**config.mk**
```make
export PLATFORM = sky130hd
export DESIGN_NAME = mem_ext_top
export DESIGN_NICKNAME = d
export VERILOG_FILES = /design/src/design/pdp8_cpu_pkg.sv /design/src/design/pdp8_mex_pkg.sv /design/src/design/major_state_seq.sv /design/src/design/mem_ext.sv /design/src/design/mem_ext_top.sv
export VERILOG_INCLUDE_DIRS = /design/src /design/src/include
export SDC_FILE = /design/constraint.sdc
export NUM_CORES = 1
export LEC_CHECK = 0
export ABC_AREA = 0
export BUFFER_PORTS_ARGS = -buffer_cell sky130_fd_sc_hd__buf_2
export CORE_AREA = 2 2 84 86
export DETAILED_ROUTE_END_ITERATION = 7
export DIE_AREA = 0 0 86 88
export MAX_ROUTING_LAYER = met4
export PLACE_DENSITY_LB_ADDON = 0.08
export SLEW_MARGIN = 20
export SYNTH_ARGS = -nofsm -noshare
export SYNTH_HDL_FRONTEND = slang
export SYNTH_HIERARCHICAL = 1
export SYNTH_SLANG_ARGS = --single-unit
export TNS_END_PERCENT = 5
```
**constraint.sdc**
```tcl
create_clock -name clk -period 3.31 [get_ports clk]
set_clock_uncertainty 0.1 [all_clocks]
set_input_delay 0.1655 -clock clk [delete_from_list [all_inputs] [get_ports clk]]
set_output_delay 0.1655 -clock clk [all_outputs]
set_load 0.02 [all_outputs]
```
**src/include/pdp8_settings.svh**
```systemverilog
// Widths fixed by the PDP-8 architecture; the octal IOT codes assume a 12-bit word
`ifndef PDP8_SETTINGS_SVH
`define PDP8_SETTINGS_SVH

// Machine word
`define PDP8_WORD_W 12

// One 4K memory field
`define PDP8_FIELD_W 3

// Save register {uf, inst_field, data_field}
`define PDP8_SAVE_W 7

`endif

```
**src/design/pdp8_cpu_pkg.sv**
```systemverilog
// Major-state and opcode types; state codes carry no meaning beyond their names
package pdp8_cpu_pkg;

    typedef enum logic [4:0] {
        IDLE = 5'd0,
        F0   = 5'd1,   // Fetch
        F1   = 5'd2,
        F2   = 5'd3,
        F3   = 5'd4,
        D0   = 5'd5,   // Defer
        D1   = 5'd6,
        D2   = 5'd7,
        D3   = 5'd8,
        E0   = 5'd9,   // Execute
        E1   = 5'd10,
        E2   = 5'd11,
        E3   = 5'd12,
        H0   = 5'd13,  // Console
        H1   = 5'd14,
        H2   = 5'd15,
        H3   = 5'd16
    } major_state_t;

    // Instruction bits 0 to 2
    typedef enum logic [2:0] {
        AND = 3'o0,
        TAD = 3'o1,
        ISZ = 3'o2,
        DCA = 3'o3,
        JMS = 3'o4,
        JMP = 3'o5,
        IOT = 3'o6,
        OPR = 3'o7
    } opcode_t;

endpackage

```
**src/design/pdp8_mex_pkg.sv**
```systemverilog
// Memory-extension types; only the fixed IOT words are listed, CDF and CIF carry a field
`include "pdp8_settings.svh"

package pdp8_mex_pkg;

    typedef struct packed {
        logic                     uf;          // User flag
        logic                     ui;          // User interrupt
        logic [`PDP8_FIELD_W-1:0] inst_field;
        logic [`PDP8_FIELD_W-1:0] data_field;
        logic                     int_ena;
        logic                     int_inh;     // Held until the next JMP or JMS
        logic [1:0]               pad;
    } mex_regs_t;

    typedef enum logic [`PDP8_WORD_W-1:0] {
        SKON = 12'o6000,
        ION  = 12'o6001,
        IOF  = 12'o6002,
        SRQ  = 12'o6003,
        GTF  = 12'o6004,
        RTF  = 12'o6005,
        SGT  = 12'o6006,
        CAF  = 12'o6007,
        CUI  = 12'o6204,
        RDF  = 12'o6214,
        RIF  = 12'o6224,
        RIB  = 12'o6234,
        RMF  = 12'o6244,
        SINT = 12'o6254,
        CUF  = 12'o6264,
        SUF  = 12'o6274
    } mex_iot_t;

endpackage

```
**src/design/major_state_seq.sv**
```systemverilog
// Strobes are accepted only in IDLE; each state lasts one clock and skip holds until the next F2
`timescale 1ns/10ps
`include "pdp8_settings.svh"

module major_state_seq
    import pdp8_cpu_pkg::*;
(
    input  logic                    clk,
    input  logic                    rst,
    input  logic                    instr_stb,
    input  logic                    load_addr_stb,
    input  logic                    clear_stb,
    input  logic [`PDP8_WORD_W-1:0] instr,
    input  logic                    irq,
    input  logic                    int_ena,
    input  logic                    mskip,
    output major_state_t            state,
    output logic                    int_in_prog,
    output logic                    extd_addrd,
    output logic                    clear,
    output logic                    skip,
    output logic                    done
);

    opcode_t opcode;
    logic    indirect;
    logic    mem_ref;
    logic    clr_op;
    logic    at_end;
    logic    int_take;

    assign opcode   = opcode_t'(instr[11:9]);
    assign indirect = instr[8];
    assign mem_ref  = (opcode != IOT) && (opcode != OPR);
    assign int_take = int_ena && irq && !int_in_prog;  // Never nests
    assign clear    = clr_op && (state == H2);

    // Last state of the instruction itself
    always_comb
    begin
        case (state)
            F3:      at_end = !mem_ref || ((opcode == JMP) && !indirect);
            D3:      at_end = (opcode == JMP);
            E3:      at_end = 1'b1;
            default: at_end = 1'b0;
        endcase
    end

    always_ff @(posedge clk)
    begin
        if (rst)
        begin
            state       <= IDLE;
            int_in_prog <= 1'b0;
            extd_addrd  <= 1'b0;
            clr_op      <= 1'b0;
            skip        <= 1'b0;
            done        <= 1'b0;
        end
        else
        begin
            done <= 1'b0;
            if (at_end)
            begin
                if (int_take)
                begin
                    state       <= E0;  // Interrupt cycle
                    int_in_prog <= 1'b1;
                end
                else
                begin
                    state       <= IDLE;
                    int_in_prog <= 1'b0;
                    done        <= 1'b1;
                end
            end
            else
            begin
                case (state)
                    IDLE:
                        if (instr_stb)
                            state <= F0;
                        else if (load_addr_stb)
                        begin
                            state      <= H0;
                            extd_addrd <= 1'b1;
                        end
                        else if (clear_stb)
                        begin
                            state  <= H0;
                            clr_op <= 1'b1;
                        end
                    F0: state <= F1;
                    F1: state <= F2;
                    F2:
                    begin
                        state <= F3;
                        skip  <= mskip;  // Valid from F1 edge
                    end
                    F3: state <= indirect ? D0 : E0;
                    D0: state <= D1;
                    D1: state <= D2;
                    D2: state <= D3;
                    D3: state <= E0;
                    E0: state <= E1;
                    E1: state <= E2;
                    E2: state <= E3;
                    H0: state <= H1;
                    H1: state <= H2;
                    H2: state <= H3;
                    H3:
                    begin
                        state      <= IDLE;
                        extd_addrd <= 1'b0;
                        clr_op     <= 1'b0;
                        done       <= 1'b1;
                    end
                    default: state <= IDLE;
                endcase
            end
        end
    end

endmodule

```
**src/design/mem_ext.sv**
```systemverilog
// Vectors are [11:0] with PDP-8 bit 0 at index 11; peripheral IOTs and memory itself are not modelled
`timescale 1ns/10ps
`include "pdp8_settings.svh"

module mem_ext
    import pdp8_cpu_pkg::*, pdp8_mex_pkg::*;
(
    input  logic                    clk,
    input  logic                    rst,
    input  logic [`PDP8_WORD_W-1:0] instr,
    input  logic [`PDP8_WORD_W-1:0] mdout,
    input  logic [`PDP8_WORD_W-1:0] sr,
    input  logic [`PDP8_WORD_W-1:0] ac,
    input  major_state_t            state,
    input  logic                    clear,
    input  logic                    extd_addrd,
    input  logic                    gtf,
    input  logic                    int_in_prog,
    input  logic                    irq,
    output mex_regs_t               regs,
    output logic                    mskip,
    output logic [`PDP8_WORD_W-1:0] me_bus
);

    logic [`PDP8_FIELD_W-1:0] ib;       // Instruction buffer
    logic                     ub;       // User buffer
    logic [`PDP8_SAVE_W-1:0]  savereg;
    logic                     int_delay;
    opcode_t                  opcode;
    logic                     indirect;
    logic                     priv_opr;
    logic                     user_trap;
    logic                     field_xfer;

    assign opcode   = opcode_t'(instr[11:9]);
    assign indirect = instr[8];

    // Group 2 operate with HLT or OSR
    assign priv_opr = (instr[11:8] == 4'b1111) && !instr[0] && (instr[1] || instr[2]);

    assign user_trap = regs.uf && (((opcode == IOT) && (instr != SGT)) || priv_opr);

    // IB and UB take effect on the jump that follows CIF or SUF
    assign field_xfer = regs.int_inh &&
        (((state == F2) && (opcode == JMP) && !indirect) ||
         ((state == D2) && (opcode == JMP) && indirect) ||
         ((state == E2) && (opcode == JMS) && !int_in_prog));

    always_ff @(posedge clk)
    begin
        if (rst)
        begin
            regs      <= '0;
            ib        <= '0;
            ub        <= 1'b0;
            savereg   <= '0;
            int_delay <= 1'b0;
            mskip     <= 1'b0;
            me_bus    <= '0;
        end
        else
        begin
            case (state)
                F1:
                    case (instr)
                        SRQ:     mskip <= !regs.uf && irq;
                        SGT:     mskip <= gtf;  // Either mode
                        SKON:    mskip <= !regs.uf && regs.int_ena;
                        SINT:    mskip <= !regs.uf && regs.ui;
                        default: mskip <= 1'b0;
                    endcase
                F2:
                begin
                    if (!regs.uf)
                    begin
                        case (instr)
                            GTF:
                                me_bus <= {mdout[11], gtf, irq, regs.int_inh,
                                           regs.int_ena | int_delay, savereg};
                            CUI:     regs.ui <= 1'b0;
                            RDF:     me_bus <= ac | {6'o00, regs.data_field, 3'o0};
                            RIF:     me_bus <= ac | {6'o00, regs.inst_field, 3'o0};
                            RIB:     me_bus <= ac | {5'b00000, savereg};
                            default: ;
                        endcase
                    end
                    if (user_trap)
                        regs.ui <= 1'b1;
                    if (int_delay)
                    begin
                        regs.int_ena <= 1'b1;
                        int_delay    <= 1'b0;
                    end
                end
                F3:
                begin
                    if (!regs.uf)
                    begin
                        casez (instr)
                            SKON, IOF:
                            begin
                                regs.int_ena <= 1'b0;
                                int_delay    <= 1'b0;
                            end
                            ION: int_delay <= 1'b1;  // Enabled at next F2
                            RTF:
                            begin
                                {ub, ib, regs.data_field} <= ac[6:0];
                                int_delay    <= 1'b1;
                                regs.int_inh <= 1'b1;
                            end
                            CAF:
                            begin
                                regs.int_ena <= 1'b0;
                                int_delay    <= 1'b0;
                                regs.uf      <= 1'b0;
                                regs.ui      <= 1'b0;
                                ub           <= 1'b0;
                            end
                            12'o62?1: regs.data_field <= instr[5:3];  // CDF
                            12'o62?2:
                            begin
                                ib           <= instr[5:3];  // CIF
                                regs.int_inh <= 1'b1;
                            end
                            12'o62?3:
                            begin
                                ib              <= instr[5:3];
                                regs.data_field <= instr[5:3];
                                regs.int_inh    <= 1'b1;
                            end
                            RMF:
                            begin
                                {ub, ib, regs.data_field} <= savereg;
                                regs.int_inh <= 1'b1;
                            end
                            CUF: ub <= 1'b0;
                            SUF:
                            begin
                                ub           <= 1'b1;
                                regs.int_inh <= 1'b1;
                            end
                            default: ;
                        endcase
                    end
                    mskip <= 1'b0;
                end
                E0:
                    if (int_in_prog)
                    begin
                        savereg         <= {regs.uf, regs.inst_field, regs.data_field};
                        regs.inst_field <= '0;  // Service routine runs in field 0
                        regs.data_field <= '0;
                        ib              <= '0;
                        regs.uf         <= 1'b0;
                        ub              <= 1'b0;
                        regs.int_ena    <= 1'b0;
                        int_delay       <= 1'b0;
                    end
                H1:
                    if (extd_addrd)
                    begin
                        regs.inst_field <= sr[5:3];
                        ib              <= sr[5:3];
                        regs.data_field <= sr[2:0];
                        regs.uf         <= 1'b0;
                        ub              <= 1'b0;
                    end
                H2:
                    if (clear)
                    begin
                        regs.inst_field <= '0;
                        regs.data_field <= '0;
                        ib              <= '0;
                        savereg         <= '0;
                        regs.uf         <= 1'b0;
                        regs.ui         <= 1'b0;
                        ub              <= 1'b0;
                        regs.int_ena    <= 1'b0;
                        regs.int_inh    <= 1'b0;
                        int_delay       <= 1'b0;
                    end
                default: ;
            endcase

            if (field_xfer)
            begin
                regs.inst_field <= ib;
                regs.uf         <= ub;
                regs.int_inh    <= 1'b0;
            end
        end
    end

endmodule

```
**src/design/mem_ext_top.sv**
```systemverilog
// The instruction register loads only while the sequencer idles; memory and the AC path are external levels
`timescale 1ns/10ps
`include "pdp8_settings.svh"

module mem_ext_top
    import pdp8_cpu_pkg::*, pdp8_mex_pkg::*;
(
    input  logic                    clk,
    input  logic                    rst,
    input  logic                    instr_stb,
    input  logic [`PDP8_WORD_W-1:0] instr,
    input  logic                    load_addr_stb,
    input  logic                    clear_stb,
    input  logic [`PDP8_WORD_W-1:0] ac,
    input  logic [`PDP8_WORD_W-1:0] sr,
    input  logic [`PDP8_WORD_W-1:0] mdout,
    input  logic                    irq,
    input  logic                    gtf,
    output mex_regs_t               regs,
    output logic [`PDP8_WORD_W-1:0] me_bus,
    output logic                    skip,
    output logic                    done
);

    logic [`PDP8_WORD_W-1:0] ir;
    major_state_t            state;
    logic                    int_in_prog;
    logic                    extd_addrd;
    logic                    clear;
    logic                    mskip;

    always_ff @(posedge clk)
    begin
        if (instr_stb && (state == IDLE))
            ir <= instr;
    end

    major_state_seq u_seq (
        .clk           (clk),
        .rst           (rst),
        .instr_stb     (instr_stb),
        .load_addr_stb (load_addr_stb),
        .clear_stb     (clear_stb),
        .instr         (ir),
        .irq           (irq),
        .int_ena       (regs.int_ena),
        .mskip         (mskip),
        .state         (state),
        .int_in_prog   (int_in_prog),
        .extd_addrd    (extd_addrd),
        .clear         (clear),
        .skip          (skip),
        .done          (done)
    );

    mem_ext u_mex (
        .clk         (clk),
        .rst         (rst),
        .instr       (ir),
        .mdout       (mdout),
        .sr          (sr),
        .ac          (ac),
        .state       (state),
        .clear       (clear),
        .extd_addrd  (extd_addrd),
        .gtf         (gtf),
        .int_in_prog (int_in_prog),
        .irq         (irq),
        .regs        (regs),
        .mskip       (mskip),
        .me_bus      (me_bus)
    );

endmodule

```
==> impl_metrics.csv <==
group,metric,value,unit
worst_setup_path,critical_path_required,3440,ps
detailed_routing,vias,3414,
layout,multi_input_area,2060,sq um
global_routing,antenna_found_initial,0,
min_path,whs_endpoint,"u_seq/clr_op",
power_and_ir_drop,seq_power_share,0.378,
power_and_ir_drop,ir_drop,0.000497,V
synthesis,synth_ff_type,"dfxtp_1",
worst_setup_path,end_kind,"register",
layout,fillers,610,
detailed_routing,routed_wl,9580,microns
floorplan,dieArea,7570,sq um
detailed_routing,drc,0,
global_routing,grt_pass1_wl,15500,microns
worst_setup_path,worst-path-buf-inv,0,
timing,finalSetupViolations,0,
clocking,path_clk_slew,60,ps
floorplan,io_pins,81,
synthesis,yosysSeqAreaShare,0.356,
worst_setup_path,crit_chain,"nand2_1 > nor4_1 > nand3b_1 > a21oi_1 > nor4_1 > o211ai_1 > mux2_1",
timing,hold_violations,0,
synthesis,yosys.area.top_type,"dfxtp_1",
place,pre_cts_slack,723,ps
timing,slew_viol_final,0,
worst_setup_path,worstPathMaxFanout,5,
layout,nets,523,
power_and_ir_drop,p_int,1.55,mW
global_routing,grt_usage,0.268,
synthesis,synth_edf_count,12,
power_and_ir_drop,swShare,0.378,
power_and_ir_drop,power.density,595,nW/um^2
power_and_ir_drop,combinationalPowerShare,0.355,
synthesis,yosys-top-cells-area,"dfxtp_1 (25%), edfxtp_1 (10%), a211oi_2 (4.2%)",
timing,worst_pin_slew,1030,ps
timing,postLayoutSetupSlackWorst,643,ps
timing,setup_tns,0,ps
min_path,min_path_type,"in -> reg",
synthesis,yosysMostFrequentCell,"dfxtp_1",
synthesis,yosysUniqueCellTypes,73,
synthesis,synthCells,404,
clocking,cts_tree,"built",
floorplan,die_x,86,microns
power_and_ir_drop,switchingPower,942,uW
timing,fmax,0.375,GHz
floorplan,fp-row-count,30,
place,postPlaceCellArea,3850,sq um
clocking,clock-root-buffer,"clkbuf_8",
worst_setup_path,crit_type,"reg -> reg",
clocking,clockBufferDepth,2,
place,dp_hpwl,6540,microns
worst_setup_path,slowest_stage,"nor4_1",
clocking,post_cts_buffers,0,
synthesis,async_reset_ff_frac,0,
worst_setup_path,cpMostUsedCell,"nor4_1",
layout,drive_gt1_frac,0.247,
worst_setup_path,start_kind,"register",
synthesis,synth_top_area_frac,0.254,
clocking,cts_buffers,9,
detailed_routing,via_per_inst,6.17,
synthesis,ys_warn_count,6,
worst_setup_path,reg2reg_depth,7,
job,maxCapViolations,0,
worst_setup_path,cp_top_family,"simple AND/OR/NAND/NOR gates",
synthesis,netlist_area,3540,sq um
clocking,insertion_delay,340,ps
layout,area_growth,18.4,%
power_and_ir_drop,power_frac_clock,0.267,
synthesis,ys_ff_latch,57,
detailed_routing,routedWlPerCell,17.3,microns
floorplan,initial_utilization,0.533,
detailed_routing,first_pass_iters,5,
worst_setup_path,worstReg2RegEnd,"u_mex/regs[3]",
layout,regArea,1260,sq um
min_path,hold_path_depth,3,
global_routing,grt_start_max_net_pins,49,
synthesis,synthTopCellsByCount,"dfxtp_1 (45), a21oi_1 (30), nand2_1 (26)",
worst_setup_path,reg2reg_from,"u_seq/state[3]",
layout,diodes,0,
global_routing,grt_pass1_vias,3209,
synthesis,syn_avg_cell_area,8.77,sq um
timing,min_period,2670,ps
outcome,status,"finished, final reports clean",
worst_setup_path,cp.arrival,2790,ps
floorplan,die-height,88,microns
clocking,clock_sinks,57,
clocking,cts_resized,0,
place,gp_congestion,0.901,
detailed_routing,drt-initial-drc-count,240,
timing,min_period_over_period,0.806,
timing,slew-limit-headroom,0.310,
clocking,cts_hold_buf,15,
layout,finish.instance_area,4200,sq um
place,io_buffers,61,
detailed_routing,ant_nets,0,
worst_setup_path,critical-path-max-stage-delay,630,ps
global_routing,grt_overflow,0,
floorplan,coreArea,6640,sq um
min_path,hold_start,"clear_stb",
timing,rsz0062_at_grt,"no",
power_and_ir_drop,p_leak,1.52,nW
clocking,cts_htree_levels,3,
worst_setup_path,reg2reg_slack,640,ps
-- metal layers --
metal / wire [microns] / up-vias / global-route usage
met5: 0 / - / -
met4: 163 / 0 / 0.0938
met3: 509 / 15 / 0.0481
met2: 4580 / 113 / 0.431
met1: 4320 / 1618 / 0.341
li1: - / 1668 / -
-- power groups by stage --
stage               Combinational (mW)  Clock (mW)  Sequential, mW
floorplan                        0.658           0           0.953
global placement                 0.831           0           0.955
detailed placement               0.853           0           0.958
CTS                              0.870       0.675           0.943
global route                     0.976       0.707           0.958
finish                           0.885       0.665           0.944
-- worst min-delay path, cell delays in order --
cell     delay [ps]
buf_2            80
a31oi_1          80
nor3_1          110
-- cells by family (layout without fill, tap and decap cells) --
| group | count (synthesis) | in the layout | share of synthesized area |
|---|---|---|---|
| buffers and inverters | 48 | 116 | 0.0646 |
| other | 1 | 2 | 0.00106 |
| DFF | 57 | 57 | 0.356 |
| AOI/OAI and AO/OA | 117 | 117 | 0.244 |
| xor gates and xnor gates | 5 | 5 | 0.0124 |
| and+or+nand+nor | 169 | 169 | 0.302 |
| muxes | 7 | 7 | 0.0201 |
-- layout by cell type, fill, tap and decap left out, drive strengths merged, types with 5 or more instances in the layout --
cell type     n
buf          70
dfxtp        45
a21oi        30
nand2        26
a211oi       26
nor2         20
nor3         18
nand3        16
dlygate4sd3  15
inv          15
clkbuf       13
nor4         13
edfxtp       12
o21ai        11
a311oi        9
and2          8
nand4         8
and3          8
nand2b        6
mux2i         6
a22oi         6
nand3b        5
nor2b         5
or4           5
-- flip-flops by register name, indices dropped and copies added, names as in the netlist, 3 cells and up --
name,count
u_mex/regs,10
u_mex/savereg,7
u_seq/state,5
u_mex/ib,3
u_mex/me_bus,12
ir,12
-- per-stage QoR --
stage	hold slack [ps]	util	cells	power, mW
2_1_floorplan	164	-	405	1.61
3_3_place_gp	242	0.579	522	1.79
3_5_place_dp	244	0.579	522	1.81
4_1_cts	41.9	0.631	553	2.49
5_1_grt	65.5	0.631	553	2.64
6_report	50.1	0.631	553	2.50
-- how the worst max path moves through the flow --
stage	from	to	slack [ps]	depth (start not counted)
floorplan	u_seq/state[3]	u_mex/ub	880	8
global placement	ir[8]	u_mex/ib[1]	760	5
detailed placement	ir[8]	u_mex/ib[0]	720	5
CTS	ir[8]	u_mex/ib[0]	710	5
global route	ir[8]	u_mex/regs[5]	480	5
finish	u_seq/state[3]	u_mex/regs[3]	640	7
-- layout make-up --
type                       count  share of cell area
timing repair buffer          85               0.125
clock buffer                  13              0.0379
sequential                    57               0.301
multi-input combinational    300               0.490
inverter                      15              0.0134
clock inverter                 3             0.00954
tap                           80              0.0239
No activity file was read; power rests on OpenSTA's default activity.
